File: src/hw/fm_pkg.sv
`default_nettype none

package fm_pkg;

	// slot layout, channel-major
	localparam int NUM_CH    = 6;
	localparam int NUM_OP    = 4;
	localparam int NUM_SLOTS = NUM_CH * NUM_OP;

	// clock-enable divide ratios, N6 after reset
	localparam int DIV_N6 = 6;
	localparam int DIV_N3 = 3;
	localparam int DIV_N2 = 2;

	// global registers
	localparam logic [7:0] ADDR_TMRA_HI = 8'h24;
	localparam logic [7:0] ADDR_TMRA_LO = 8'h25;
	localparam logic [7:0] ADDR_TMRB    = 8'h26;
	// bits 5..0: clr b, clr a, en b, en a, load b, load a
	localparam logic [7:0] ADDR_TMR_CTL = 8'h27;
	localparam logic [7:0] ADDR_KEYON   = 8'h28;
	localparam logic [7:0] ADDR_DIV6    = 8'h2D;
	localparam logic [7:0] ADDR_DIV3    = 8'h2E;
	localparam logic [7:0] ADDR_DIV2    = 8'h2F;

	// operator bases: dt1 3b / mul 4b, tl 7b, ks 2b / ar 5b
	localparam logic [7:0] ADDR_DT1_MUL = 8'h30;
	localparam logic [7:0] ADDR_TL      = 8'h40;
	localparam logic [7:0] ADDR_KS_AR   = 8'h50;

	// channel bases: fnum 11b, block 3b, fb 3b, alg 3b
	localparam logic [7:0] ADDR_FNUM_LO = 8'hA0;
	localparam logic [7:0] ADDR_BLK_FHI = 8'hA4;
	localparam logic [7:0] ADDR_FB_ALG  = 8'hB0;

	// timer A is 10 bits, timer B 8 bits
	typedef enum logic [2:0] {
		UPD_DT1_MUL,
		UPD_TL,
		UPD_KS_AR,
		UPD_FNUM_LO,
		UPD_BLK_FHI,
		UPD_FB_ALG,
		UPD_KEYON
	} fm_upd_e;

endpackage

`default_nettype wire

File: src/hw/fm_upd_if.sv
`timescale 1ns/1ps
`default_nettype none

// one pending slot update, valid holds until done
interface fm_upd_if
	import fm_pkg::*;
();
	logic       valid;
	fm_upd_e    kind;
	logic [2:0] ch;
	logic [1:0] op;
	// key-on mask in bits 7..4
	logic [7:0] data;
	logic       done;

	modport src (output valid, kind, ch, op, data, input done);
	modport dst (input valid, kind, ch, op, data, output done);

endinterface

`default_nettype wire

File: src/hw/fm_tmr_if.sv
`timescale 1ns/1ps
`default_nettype none

interface fm_tmr_if ();
	logic [9:0] value_a;
	logic [7:0] value_b;
	logic       load_a;
	logic       load_b;
	logic       en_a;
	logic       en_b;
	// one-cycle flag clears
	logic       clr_a;
	logic       clr_b;

	modport ctl (output value_a, value_b, load_a, load_b, en_a, en_b, clr_a, clr_b);
	modport tmr (input value_a, value_b, load_a, load_b, en_a, en_b, clr_a, clr_b);

endinterface

`default_nettype wire

File: src/hw/fm_mmr.sv
`timescale 1ns/1ps
`default_nettype none

module fm_mmr
	import fm_pkg::*;
(
	input  logic       clk,
	input  logic       rst,
	input  logic       wr,
	input  logic [1:0] addr,
	input  logic [7:0] din,
	output logic       busy,
	output logic       clk_en,
	fm_upd_if.src      upd,
	fm_tmr_if.ctl      tmr
);

	logic [7:0] sel_reg;
	logic       bank;
	logic [2:0] div_cnt;
	logic [2:0] div_n;
	logic [2:0] div_next;
	logic       data_wr;
	logic       slot_req;
	fm_upd_e    req_kind;
	logic       req_bank;
	logic [1:0] low_ch;
	logic [2:0] req_ch;

	// data port writes are dropped while a previous one is in flight
	assign data_wr = wr && addr[0] && !busy;

	// slot register decode
	always_comb begin
		slot_req = 1'b0;
		req_kind = UPD_DT1_MUL;
		req_bank = bank;
		low_ch   = sel_reg[1:0];
		if (sel_reg == ADDR_KEYON) begin
			slot_req = 1'b1;
			req_kind = UPD_KEYON;
			req_bank = din[2];
			low_ch   = din[1:0];
		end else if (sel_reg[7:4] == ADDR_DT1_MUL[7:4]) begin
			slot_req = 1'b1;
			req_kind = UPD_DT1_MUL;
		end else if (sel_reg[7:4] == ADDR_TL[7:4]) begin
			slot_req = 1'b1;
			req_kind = UPD_TL;
		end else if (sel_reg[7:4] == ADDR_KS_AR[7:4]) begin
			slot_req = 1'b1;
			req_kind = UPD_KS_AR;
		end else if (sel_reg[7:2] == ADDR_FNUM_LO[7:2]) begin
			slot_req = 1'b1;
			req_kind = UPD_FNUM_LO;
		end else if (sel_reg[7:2] == ADDR_BLK_FHI[7:2]) begin
			slot_req = 1'b1;
			req_kind = UPD_BLK_FHI;
		end else if (sel_reg[7:2] == ADDR_FB_ALG[7:2]) begin
			slot_req = 1'b1;
			req_kind = UPD_FB_ALG;
		end
		// channel 3 of a bank does not exist
		if (low_ch == 2'd3) begin
			slot_req = 1'b0;
		end
		req_ch = req_bank ? (3'd3 + {1'b0, low_ch}) : {1'b0, low_ch};
	end

	// clock-enable divider, new ratio taken at wrap
	always_ff @(posedge clk) begin
		if (rst) begin
			div_cnt <= 3'd0;
			div_n   <= 3'(DIV_N6);
			clk_en  <= 1'b0;
		end else begin
			clk_en <= (div_cnt == div_n - 3'd1);
			if (div_cnt == div_n - 3'd1) begin
				div_cnt <= 3'd0;
				div_n   <= div_next;
			end else begin
				div_cnt <= div_cnt + 3'd1;
			end
		end
	end

	always_ff @(posedge clk) begin
		if (rst) begin
			sel_reg     <= 8'h00;
			bank        <= 1'b0;
			busy        <= 1'b0;
			upd.valid   <= 1'b0;
			div_next    <= 3'(DIV_N6);
			tmr.value_a <= 10'd0;
			tmr.value_b <= 8'd0;
			tmr.load_a  <= 1'b0;
			tmr.load_b  <= 1'b0;
			tmr.en_a    <= 1'b0;
			tmr.en_b    <= 1'b0;
			tmr.clr_a   <= 1'b0;
			tmr.clr_b   <= 1'b0;
		end else begin
			tmr.clr_a <= 1'b0;
			tmr.clr_b <= 1'b0;
			// busy tracks the request and drops with valid
			busy <= upd.valid && !upd.done;
			if (upd.valid && upd.done) begin
				upd.valid <= 1'b0;
			end
			if (wr && !addr[0]) begin
				sel_reg <= din;
				bank    <= addr[1];
			end
			if (data_wr) begin
				busy <= 1'b1;
				if (slot_req) begin
					upd.valid <= 1'b1;
				end
				case (sel_reg)
					ADDR_TMRA_HI: tmr.value_a[9:2] <= din;
					ADDR_TMRA_LO: tmr.value_a[1:0] <= din[1:0];
					ADDR_TMRB:    tmr.value_b <= din;
					ADDR_TMR_CTL: begin
						{tmr.clr_b, tmr.clr_a} <= din[5:4];
						{tmr.en_b, tmr.en_a} <= din[3:2];
						{tmr.load_b, tmr.load_a} <= din[1:0];
					end
					ADDR_DIV6:    div_next <= 3'(DIV_N6);
					ADDR_DIV3:    div_next <= 3'(DIV_N3);
					ADDR_DIV2:    div_next <= 3'(DIV_N2);
					default: ;
				endcase
			end
		end
	end

	// request payload
	always_ff @(posedge clk) begin
		if (data_wr && slot_req) begin
			upd.kind <= req_kind;
			upd.ch   <= req_ch;
			upd.op   <= sel_reg[3:2];
			upd.data <= din;
		end
	end

endmodule

`default_nettype wire

File: src/hw/fm_reg_file.sv
`timescale 1ns/1ps
`default_nettype none

module fm_reg_file
	import fm_pkg::*;
(
	input  logic        clk,
	input  logic        rst,
	input  logic        clk_en,
	fm_upd_if.dst       upd,
	output logic        slot_valid,
	output logic [2:0]  slot_ch,
	output logic [1:0]  slot_op,
	output logic [10:0] fnum,
	output logic [2:0]  block,
	output logic [2:0]  fb,
	output logic [2:0]  alg,
	output logic [2:0]  dt1,
	output logic [3:0]  mul,
	output logic [6:0]  tl,
	output logic [1:0]  ks,
	output logic [4:0]  ar,
	output logic        keyon
);

	// per-slot operator fields
	logic [2:0]  dt1_q [NUM_SLOTS];
	logic [3:0]  mul_q [NUM_SLOTS];
	logic [6:0]  tl_q  [NUM_SLOTS];
	logic [1:0]  ks_q  [NUM_SLOTS];
	logic [4:0]  ar_q  [NUM_SLOTS];
	logic        kon_q [NUM_SLOTS];
	// per-channel fields
	logic [10:0] fnum_q  [NUM_CH];
	logic [2:0]  block_q [NUM_CH];
	logic [2:0]  fb_q    [NUM_CH];
	logic [2:0]  alg_q   [NUM_CH];

	logic [2:0]  cur_ch;
	logic [1:0]  cur_op;
	logic [4:0]  cur_slot;
	logic        apply;
	logic [2:0]  nxt_dt1;
	logic [3:0]  nxt_mul;
	logic [6:0]  nxt_tl;
	logic [1:0]  nxt_ks;
	logic [4:0]  nxt_ar;
	logic        nxt_kon;
	logic [10:0] nxt_fnum;
	logic [2:0]  nxt_block;
	logic [2:0]  nxt_fb;
	logic [2:0]  nxt_alg;

	assign cur_slot = {cur_ch, cur_op};

	// operator kinds hit their slot, channel kinds hit operator 0
	always_comb begin
		case (upd.kind)
			UPD_DT1_MUL, UPD_TL, UPD_KS_AR:
				apply = upd.valid && (upd.ch == cur_ch) && (upd.op == cur_op);
			default:
				apply = upd.valid && (upd.ch == cur_ch) && (cur_op == 2'd0);
		endcase
	end

	assign upd.done = clk_en && apply;

	// current slot with any pending update merged in
	always_comb begin
		nxt_dt1   = dt1_q[cur_slot];
		nxt_mul   = mul_q[cur_slot];
		nxt_tl    = tl_q[cur_slot];
		nxt_ks    = ks_q[cur_slot];
		nxt_ar    = ar_q[cur_slot];
		nxt_kon   = kon_q[cur_slot];
		nxt_fnum  = fnum_q[cur_ch];
		nxt_block = block_q[cur_ch];
		nxt_fb    = fb_q[cur_ch];
		nxt_alg   = alg_q[cur_ch];
		if (apply) begin
			case (upd.kind)
				UPD_DT1_MUL: begin
					nxt_dt1 = upd.data[6:4];
					nxt_mul = upd.data[3:0];
				end
				UPD_TL:      nxt_tl = upd.data[6:0];
				UPD_KS_AR: begin
					nxt_ks = upd.data[7:6];
					nxt_ar = upd.data[4:0];
				end
				UPD_FNUM_LO: nxt_fnum[7:0] = upd.data;
				UPD_BLK_FHI: begin
					nxt_block      = upd.data[5:3];
					nxt_fnum[10:8] = upd.data[2:0];
				end
				UPD_FB_ALG: begin
					nxt_fb  = upd.data[5:3];
					nxt_alg = upd.data[2:0];
				end
				// scan sits on operator 0 here
				UPD_KEYON:   nxt_kon = upd.data[4];
				default: ;
			endcase
		end
	end

	always_ff @(posedge clk) begin
		if (rst) begin
			cur_ch <= 3'd0;
			cur_op <= 2'd0;
			for (int i = 0; i < NUM_SLOTS; i++) begin
				dt1_q[i] <= '0;
				mul_q[i] <= '0;
				tl_q[i]  <= '0;
				ks_q[i]  <= '0;
				ar_q[i]  <= '0;
				kon_q[i] <= 1'b0;
			end
			for (int c = 0; c < NUM_CH; c++) begin
				fnum_q[c]  <= '0;
				block_q[c] <= '0;
				fb_q[c]    <= '0;
				alg_q[c]   <= '0;
			end
		end else if (clk_en) begin
			dt1_q[cur_slot]  <= nxt_dt1;
			mul_q[cur_slot]  <= nxt_mul;
			tl_q[cur_slot]   <= nxt_tl;
			ks_q[cur_slot]   <= nxt_ks;
			ar_q[cur_slot]   <= nxt_ar;
			fnum_q[cur_ch]   <= nxt_fnum;
			block_q[cur_ch]  <= nxt_block;
			fb_q[cur_ch]     <= nxt_fb;
			alg_q[cur_ch]    <= nxt_alg;
			if (apply && upd.kind == UPD_KEYON) begin
				// key-on mask covers all four operators of the channel
				for (int i = 0; i < NUM_OP; i++) begin
					kon_q[{cur_ch, 2'(i)}] <= upd.data[4 + i];
				end
			end else begin
				kon_q[cur_slot] <= nxt_kon;
			end
			cur_op <= cur_op + 2'd1;
			if (cur_op == 2'(NUM_OP - 1)) begin
				cur_ch <= (cur_ch == 3'(NUM_CH - 1)) ? 3'd0 : cur_ch + 3'd1;
			end
		end
	end

	always_ff @(posedge clk) begin
		if (rst) begin
			slot_valid <= 1'b0;
		end else begin
			slot_valid <= clk_en;
		end
	end

	// stream payload
	always_ff @(posedge clk) begin
		if (clk_en) begin
			slot_ch <= cur_ch;
			slot_op <= cur_op;
			fnum    <= nxt_fnum;
			block   <= nxt_block;
			fb      <= nxt_fb;
			alg     <= nxt_alg;
			dt1     <= nxt_dt1;
			mul     <= nxt_mul;
			tl      <= nxt_tl;
			ks      <= nxt_ks;
			ar      <= nxt_ar;
			keyon   <= nxt_kon;
		end
	end

endmodule

`default_nettype wire

File: src/hw/fm_timers.sv
`timescale 1ns/1ps
`default_nettype none

module fm_timers (
	input  logic       clk,
	input  logic       rst,
	input  logic       clk_en,
	fm_tmr_if.tmr      tmr,
	output logic       irq,
	output logic [1:0] status
);

	logic [9:0] cnt_a;
	logic [7:0] cnt_b;
	logic [3:0] pre_b;
	logic       load_a_q;
	logic       load_b_q;
	logic       run_a;
	logic       run_b;
	logic       ovf_a;
	logic       ovf_b;
	logic       flag_a;
	logic       flag_b;

	// count only after the load edge has set the counter
	assign run_a = tmr.load_a && load_a_q;
	assign run_b = tmr.load_b && load_b_q;
	assign ovf_a = clk_en && run_a && (cnt_a == 10'h3ff);
	// timer B steps once per 16 ticks
	assign ovf_b = clk_en && run_b && (pre_b == 4'hf) && (cnt_b == 8'hff);

	always_ff @(posedge clk) begin
		if (rst) begin
			load_a_q <= 1'b0;
			load_b_q <= 1'b0;
			cnt_a    <= 10'd0;
			cnt_b    <= 8'd0;
			pre_b    <= 4'd0;
		end else begin
			load_a_q <= tmr.load_a;
			load_b_q <= tmr.load_b;
			if ((tmr.load_a && !load_a_q) || ovf_a) begin
				cnt_a <= tmr.value_a;
			end else if (clk_en && run_a) begin
				cnt_a <= cnt_a + 10'd1;
			end
			if (tmr.load_b && !load_b_q) begin
				cnt_b <= tmr.value_b;
				pre_b <= 4'd0;
			end else if (clk_en && run_b) begin
				pre_b <= pre_b + 4'd1;
				if (ovf_b) begin
					cnt_b <= tmr.value_b;
				end else if (pre_b == 4'hf) begin
					cnt_b <= cnt_b + 8'd1;
				end
			end
		end
	end

	// a clear wins over a coincident overflow
	always_ff @(posedge clk) begin
		if (rst) begin
			flag_a <= 1'b0;
			flag_b <= 1'b0;
		end else begin
			if (tmr.clr_a) begin
				flag_a <= 1'b0;
			end else if (ovf_a && tmr.en_a) begin
				flag_a <= 1'b1;
			end
			if (tmr.clr_b) begin
				flag_b <= 1'b0;
			end else if (ovf_b && tmr.en_b) begin
				flag_b <= 1'b1;
			end
		end
	end

	assign status = {flag_b, flag_a};
	assign irq    = flag_a | flag_b;

endmodule

`default_nettype wire

File: src/hw/fm_top.sv
`timescale 1ns/1ps
`default_nettype none

module fm_top (
	input  logic        clk,
	input  logic        rst,
	input  logic        wr,
	input  logic [1:0]  addr,
	input  logic [7:0]  din,
	output logic        busy,
	output logic        irq,
	output logic [1:0]  status,
	output logic        slot_valid,
	output logic [2:0]  slot_ch,
	output logic [1:0]  slot_op,
	output logic [10:0] fnum,
	output logic [2:0]  block,
	output logic [2:0]  fb,
	output logic [2:0]  alg,
	output logic [2:0]  dt1,
	output logic [3:0]  mul,
	output logic [6:0]  tl,
	output logic [1:0]  ks,
	output logic [4:0]  ar,
	output logic        keyon
);

	logic clk_en;

	fm_upd_if upd_bus ();
	fm_tmr_if tmr_bus ();

	fm_mmr u_mmr (
		.clk    (clk),
		.rst    (rst),
		.wr     (wr),
		.addr   (addr),
		.din    (din),
		.busy   (busy),
		.clk_en (clk_en),
		.upd    (upd_bus.src),
		.tmr    (tmr_bus.ctl)
	);

	fm_reg_file u_reg (
		.clk        (clk),
		.rst        (rst),
		.clk_en     (clk_en),
		.upd        (upd_bus.dst),
		.slot_valid (slot_valid),
		.slot_ch    (slot_ch),
		.slot_op    (slot_op),
		.fnum       (fnum),
		.block      (block),
		.fb         (fb),
		.alg        (alg),
		.dt1        (dt1),
		.mul        (mul),
		.tl         (tl),
		.ks         (ks),
		.ar         (ar),
		.keyon      (keyon)
	);

	fm_timers u_tmr (
		.clk    (clk),
		.rst    (rst),
		.clk_en (clk_en),
		.tmr    (tmr_bus.tmr),
		.irq    (irq),
		.status (status)
	);

endmodule

`default_nettype wire

File: config.mk
export PLATFORM = sky130hd
export DESIGN_NAME = fm_top
export DESIGN_NICKNAME = d
export VERILOG_FILES = /design/src/hw/fm_pkg.sv /design/src/hw/fm_upd_if.sv /design/src/hw/fm_tmr_if.sv /design/src/hw/fm_mmr.sv /design/src/hw/fm_reg_file.sv /design/src/hw/fm_timers.sv /design/src/hw/fm_top.sv
export SDC_FILE = /design/constraint.sdc
export NUM_CORES = 1
export LEC_CHECK = 0
export ABC_CLOCK_PERIOD_IN_PS = 3470
export CAP_MARGIN = 40
export CORE_MARGIN = 4
export CORE_UTILIZATION = 40
export DETAILED_ROUTE_END_ITERATION = 8
export DONT_BUFFER_PORTS = 1
export HOLD_SLACK_MARGIN = 0.1
export REMOVE_ABC_BUFFERS = 1
export SETUP_SLACK_MARGIN = 0.5
export SYNTH_ARGS = -nofsm -noshare
export SYNTH_HDL_FRONTEND = slang
export SYNTH_SLANG_ARGS = --single-unit
File: constraint.sdc
create_clock -name clk -period 3.47 [get_ports clk]
set_input_delay 0 -clock clk [delete_from_list [all_inputs] [get_ports clk]]
set_output_delay 0 -clock clk [all_outputs]
set_load 0.01 [all_outputs]
Yosys cells after proc, flatten, opt, wreduce, memory -nomap -nowiden
Memory sizes are Yosys's and may differ from the RTL's. A register that Yosys moved wholly into a read port is not among the register bits.
Cells that the tools add are included.

cells by class
  add/subtract/negate cells = 8
  equality and inequality tests = 29
  mux-type cells = 114
  bitwise logic cells = 3
  reductions and logical operators = 62

operators with widths
  operator                                                         count
  3-bit 2-to-1 mux                                                 32
  5-bit 2-to-1 mux                                                 13
  8-bit by 6-bit == test with 1-bit output, second input constant  8
  1-bit 2-to-1 mux                                                 48
  8-bit 2-to-1 mux                                                 5
  1-bit logical AND                                                22
  11-bit 2-to-1 mux                                                2
  7-bit 2-to-1 mux                                                 3
  10-bit 2-to-1 mux                                                2
  6-bit == test, second input constant                             3
  3-bit OR reduction                                               6
  2-bit AND reduction                                              7
  3-bit == test, second input constant                             4
  4-bit 2-to-1 mux                                                 3
  2-bit OR reduction                                               6
  11-bit OR reduction                                              1
  10-bit by 1-bit adder with 10-bit output, second input constant  1
  10-bit == test, second input constant                            1
  2-bit 2-to-1 mux                                                 5
  3-bit case mux with 3 select lines                               1
  8-bit by 1-bit adder with 8-bit output, second input constant    1
  4-bit by 3-bit == test with 1-bit output, second input constant  2
  8-bit == test, second input constant                             1
  7-bit OR reduction                                               1
  23 further kinds                                                 38

storage, ports and cells
  flip-flop bits (word level) = 140
  memory bits (writable) = 648
  input bits = 13
  memories kept = 10

memory list
  memory           words  width  rd ports  clocked after memory_dff  write ports  line               RTL
  u_reg.tl_q       24     7      1         0                         24           fm_reg_file.sv:29  logic [6:0] tl_q [NUM_SLOTS];
  u_reg.ar_q       24     5      1         0                         24           fm_reg_file.sv:31  logic [4:0] ar_q [NUM_SLOTS];
  u_reg.mul_q      24     4      1         0                         24           fm_reg_file.sv:28  logic [3:0] mul_q [NUM_SLOTS];
  u_reg.dt1_q      24     3      1         0                         24           fm_reg_file.sv:27  logic [2:0] dt1_q [NUM_SLOTS];
  u_reg.fnum_q     6      11     1         1                         6            fm_reg_file.sv:34  logic [10:0] fnum_q [NUM_CH];
  u_reg.ks_q       24     2      1         0                         24           fm_reg_file.sv:30  logic [1:0] ks_q [NUM_SLOTS];
  4 more memories  -      -      -         -                         -            -

Logic depth before layout (Yosys ltp)
  word-level depth = 12
  depth in mapped cells = 13

Hierarchy
A second synthesis with hierarchy kept.

unflattened totals
  cells, all modules = 3144
  area, all modules = 43802.0 sq um

by module, submodules not included
  module       instances  cells each  area an instance (sq um)  sequential area each (sq um)
  fm_reg_file  1          2721        39848.2                   27536.4
  fm_mmr       1          239         2512.4                    1341.3
  fm_timers    1          184         1441.4                    520.5

Least setup slack after synthesis
Ideal clock, no wire load.

  path type = reg-to-reg
  from = register u_mmr.clk_en
  to = memory u_reg.ar_q[25][0] (enable)
  arrival = 3.350 ns
  data required time = 3.071 ns
  slack = -0.279 ns
  stages on the path, launching flop included = 8
  path buffers = 3
  path through = dfxtp_1 clkbuf_1 nand2b_1 clkbuf_1 inv_1 buf_1 nand2_1 nor2_1

RTL lines
  what                    line               RTL
  start, declared         fm_mmr.sv:13       output logic clk_en,
  start signal, assigned  fm_mmr.sv:77       clk_en <= (div_cnt == div_n - 3'd1);
  end, declared           fm_reg_file.sv:31

==> impl_metrics.toml <==
[layout]
fillers = 9118
nets = 3060
finalInstanceArea_mm2 = 0.0499
fin_cells = 4521
syn2layout_area_growth_pct = 14.4
layout-drive-gt1-share = 0.246
regMostFlops = "u_reg.tl_q"
reg_top3 = "u_reg.tl_q: 224 flops, u_reg.ar_q: 160 flops, u_reg.mul_q: 128 flops"
largest_reg_flops = 224

[setup_path]
critPathRequiredTime_ns = 3.84
path_class = "reg2reg"
cp.arrival_ns = 3.31
critPathLaunchType = "register"
cp_max_fo = 23
endpoint_kind = "register"

[power_and_ir_drop]
power.share.switching = 0.210
vdd_drop_max_mv = 0.369
p_sw_mw = 5.31
p_seq_frac = 0.535
combPwrFrac = 0.037
clkPwrFrac = 0.427
p_leak_nw = 16.8
cellPowerDensity_mw_per_mm2 = 508
power_mw = 25.3
p_int_mw = 20.0

[grt]
grt_overflow = 0
grt_pass1_vias = 26100
grt_pass1_wl_um = 176000
grt_antenna_before_repair = 3
grt_usage = 0.206
grt_max_degree = 128

[routing]
drc = 0
top_layer_used = "met4"
wl_per_cell_um = 26.5
firstDrtPassIters = 6
dr_wl_met2_um = 57700
routedLengthMet1_um = 47600
num_vias = 26400
dr.first_iter.drc_count = 3005
viasPerCell = 5.83
drtAntennaViolNets = 0
wirelength_um = 120000
met3WireLength_um = 10600

[place]
dp.cells = 4298
port_buffers = 0
pre_cts_slack_ns = 0.302
gp_congestion = 0.867
hpwl_um = 75400
dpl_cell_area_mm2 = 0.0461

[logic_synthesis]
syn_inst = 2925
syn-mean-instance-area_um2 = 14.9
ys_types = 80
syn_area_mm2 = 0.0436
synth_flop_cell = "edfxtp_1"
async_flop_share = 0
synth_edf_count = 927
synth_seq_area_share = 0.674
synth_seq_cells = 1005
yosysWarnings = 0

[sta]
max_freq_ghz = 0.340
fin_skew_ns = 0.0415
layout_setup_ws_ns = 0.528
hold_viol_final = 0
final.setup.tns_ns = 0
rsz0062_at_grt = "yes"
slew_viol_final = 0
setup_viol = 0
post-route-min-period_ns = 2.94
max_slew.worst_pin.slew_ns = 0.874
finalCritPeriodShare = 0.848
slew_headroom = 0.416

[floorplanning]
start_util = 0.405
die_area_mm2 = 0.114
rows = 120
num_io_pins = 65
fp.dieH_um = 338
die_w_um = 338
core-area_mm2 = 0.108

[cts]
cts_tree = "built"
clockBufferDepth = 3
insertion_delay_ns = 0.70
clkTransAtPathRegs_ns = 0.06
cts_sinks = 1005
cts_made_buffers = 103
root_buffer = "clkbuf_16"
htree_num_levels = 3

[worst_hold_path]
hold_path.class = "in2reg"

[flow_run]
cap_violations = 0

[run_status]
outcome = "completed"
what timing repair did:
action,4_1_cts,5_1_grt
hold endpoints to repair,634,0
gates cloned,0,2
hold buffers,20,0
setup buffers,7,4
gates resized for setup,2,28
pin swaps,3,4
setup endpoints to repair,445,357
final cells by class:
cell class,instances,area (um2),area share
tap,1403,1760,0.0352
multi-input combinational,1637,13000,0.260
inverter,48,180,0.00361
sequential,1005,29400,0.590
antenna,1,2.50,0.0000502
clock buffer,121,2710,0.0543
timing repair buffer,242,2280,0.0458
clock inverter,64,561,0.0112
synth_stat cells (all sizes together), types with 7 or more instances:
| library cell | instances | area, um2 |
|---|---|---|
| inv | 48 | 180 |
| and4 | 7 | 61.3 |
| nand3 | 38 | 190 |
| xnor2 | 11 | 104 |
| edfxtp | 927 | 27800 |
| a221oi | 8 | 70.1 |
| dfxtp | 78 | 1560 |
| nand2 | 113 | 427 |
| o21bai | 14 | 105 |
| nor3b | 9 | 67.6 |
| nand4 | 18 | 119 |
| nor2b | 7 | 43.8 |
| and2 | 8 | 52.6 |
| a31oi | 14 | 87.6 |
| a21oi | 50 | 250 |
| o21ai | 22 | 110 |
| clkbuf | 134 | 503 |
| buf | 101 | 644 |
| o22ai | 14 | 87.6 |
| mux2i | 78 | 781 |
| o31ai | 42 | 403 |
| mux2 | 66 | 743 |
| o41ai | 9 | 135 |
| nor2 | 689 | 2710 |
| nor3 | 14 | 109 |
| a22oi | 50 | 477 |
| mux4 | 198 | 4460 |
| nand2b | 46 | 288 |
| a2bb2oi | 8 | 88.8 |
| ha | 10 | 125 |
| and3 | 8 | 50.1 |
| nor4 | 8 | 65.1 |
| a31o | 9 | 78.8 |
final timing paths:
| path | from | end | slack (ns) | depth (start not counted) |
|---|---|---|---|---|
| min | rst | u_reg.mul_q[10][3] | 0.1 | 1 |
| max reg2reg | u_reg.cur_ch[2] | u_reg.tl_q[6][1] | 0.53 | 8 |
| max | u_reg.cur_ch[2] | u_reg.tl_q[6][1] | 0.53 | 8 |
| min reg2reg | u_mmr.tmr.clr_b | u_tmr.flag_b | 0.40 | 1 |
per-layer routing:
layer  GRT usage  vias up
met5           0        -
met4      0.0754        0
met3      0.0380      220
met2       0.331     1327
met1       0.281    13600
li1            -    11200
power by group through the flow:
stage / Combinational [mW] / Clock [mW] / Sequential [mW]
after detailed placement: 0.872 / 0 / 13.8
final: 0.949 / 10.8 / 13.6
after floorplan: 0.507 / 0 / 13.8
after global routing: 1.01 / 11.5 / 13.6
after global placement: 0.856 / 0 / 13.8
after CTS: 0.935 / 11.0 / 13.6
cell families (layout without fill, tap and decap cells):
family / count (synthesis) / after routing / share of synthesized area
and+or+nand+nor: 987 / 987 / 0.0998
muxes: 342 / 342 / 0.137
buffers and inverters: 283 / 475 / 0.0305
other: 0 / 1 / 0
adders and majority gates: 10 / 10 / 0.00287
AOI/OAI and AO/OA: 281 / 281 / 0.0517
DFF: 1005 / 1005 / 0.674
xor gates and xnor gates: 17 / 17 / 0.00359
cells in the final DEF, fill, tap and decap left out, types with 13 or more instances in the layout:
| cell type | instances |
|---|---|
| dlygate4sd3_1 | 19 |
| mux4_2 | 198 |
| buf_12 | 22 |
| o21ai_0 | 18 |
| a21oi_1 | 50 |
| clkinv_1 | 20 |
| nand4_1 | 17 |
| clkinv_2 | 25 |
| mux2_2 | 66 |
| clkbuf_1 | 15 |
| a22oi_1 | 40 |
| buf_4 | 181 |
| inv_1 | 46 |
| edfxtp_1 | 927 |
| nand3_1 | 38 |
| clkbuf_16 | 108 |
| o21bai_1 | 14 |
| nand2b_1 | 46 |
| o31ai_1 | 32 |
| nand2_1 | 112 |
| a31oi_1 | 13 |
| mux2i_1 | 76 |
| nor2_2 | 59 |
| nor2_1 | 630 |
| dfxtp_1 | 71 |
| o22ai_1 | 13 |
stage by stage:
stage / utilization / hold WS (ns)
final: 0.463 / 0.0984
after floorplan: - / 0.0691
after global routing: 0.463 / 0.126
after detailed placement: 0.428 / 0.0981
after CTS: 0.461 / 0.105
after global placement: 0.428 / 0.0986
critical path, cell delays in order (launching register included):
cell and delay (ns):
dfxtp_1 0.34, buf_4 0.24, inv_1 0.39, nand2_1 0.39, nor3_1 0.29, buf_4 0.20, nand2_1 0.08, nand2b_1 0.44
buf_12 0.24
Power figures use the tool's default switching activity.
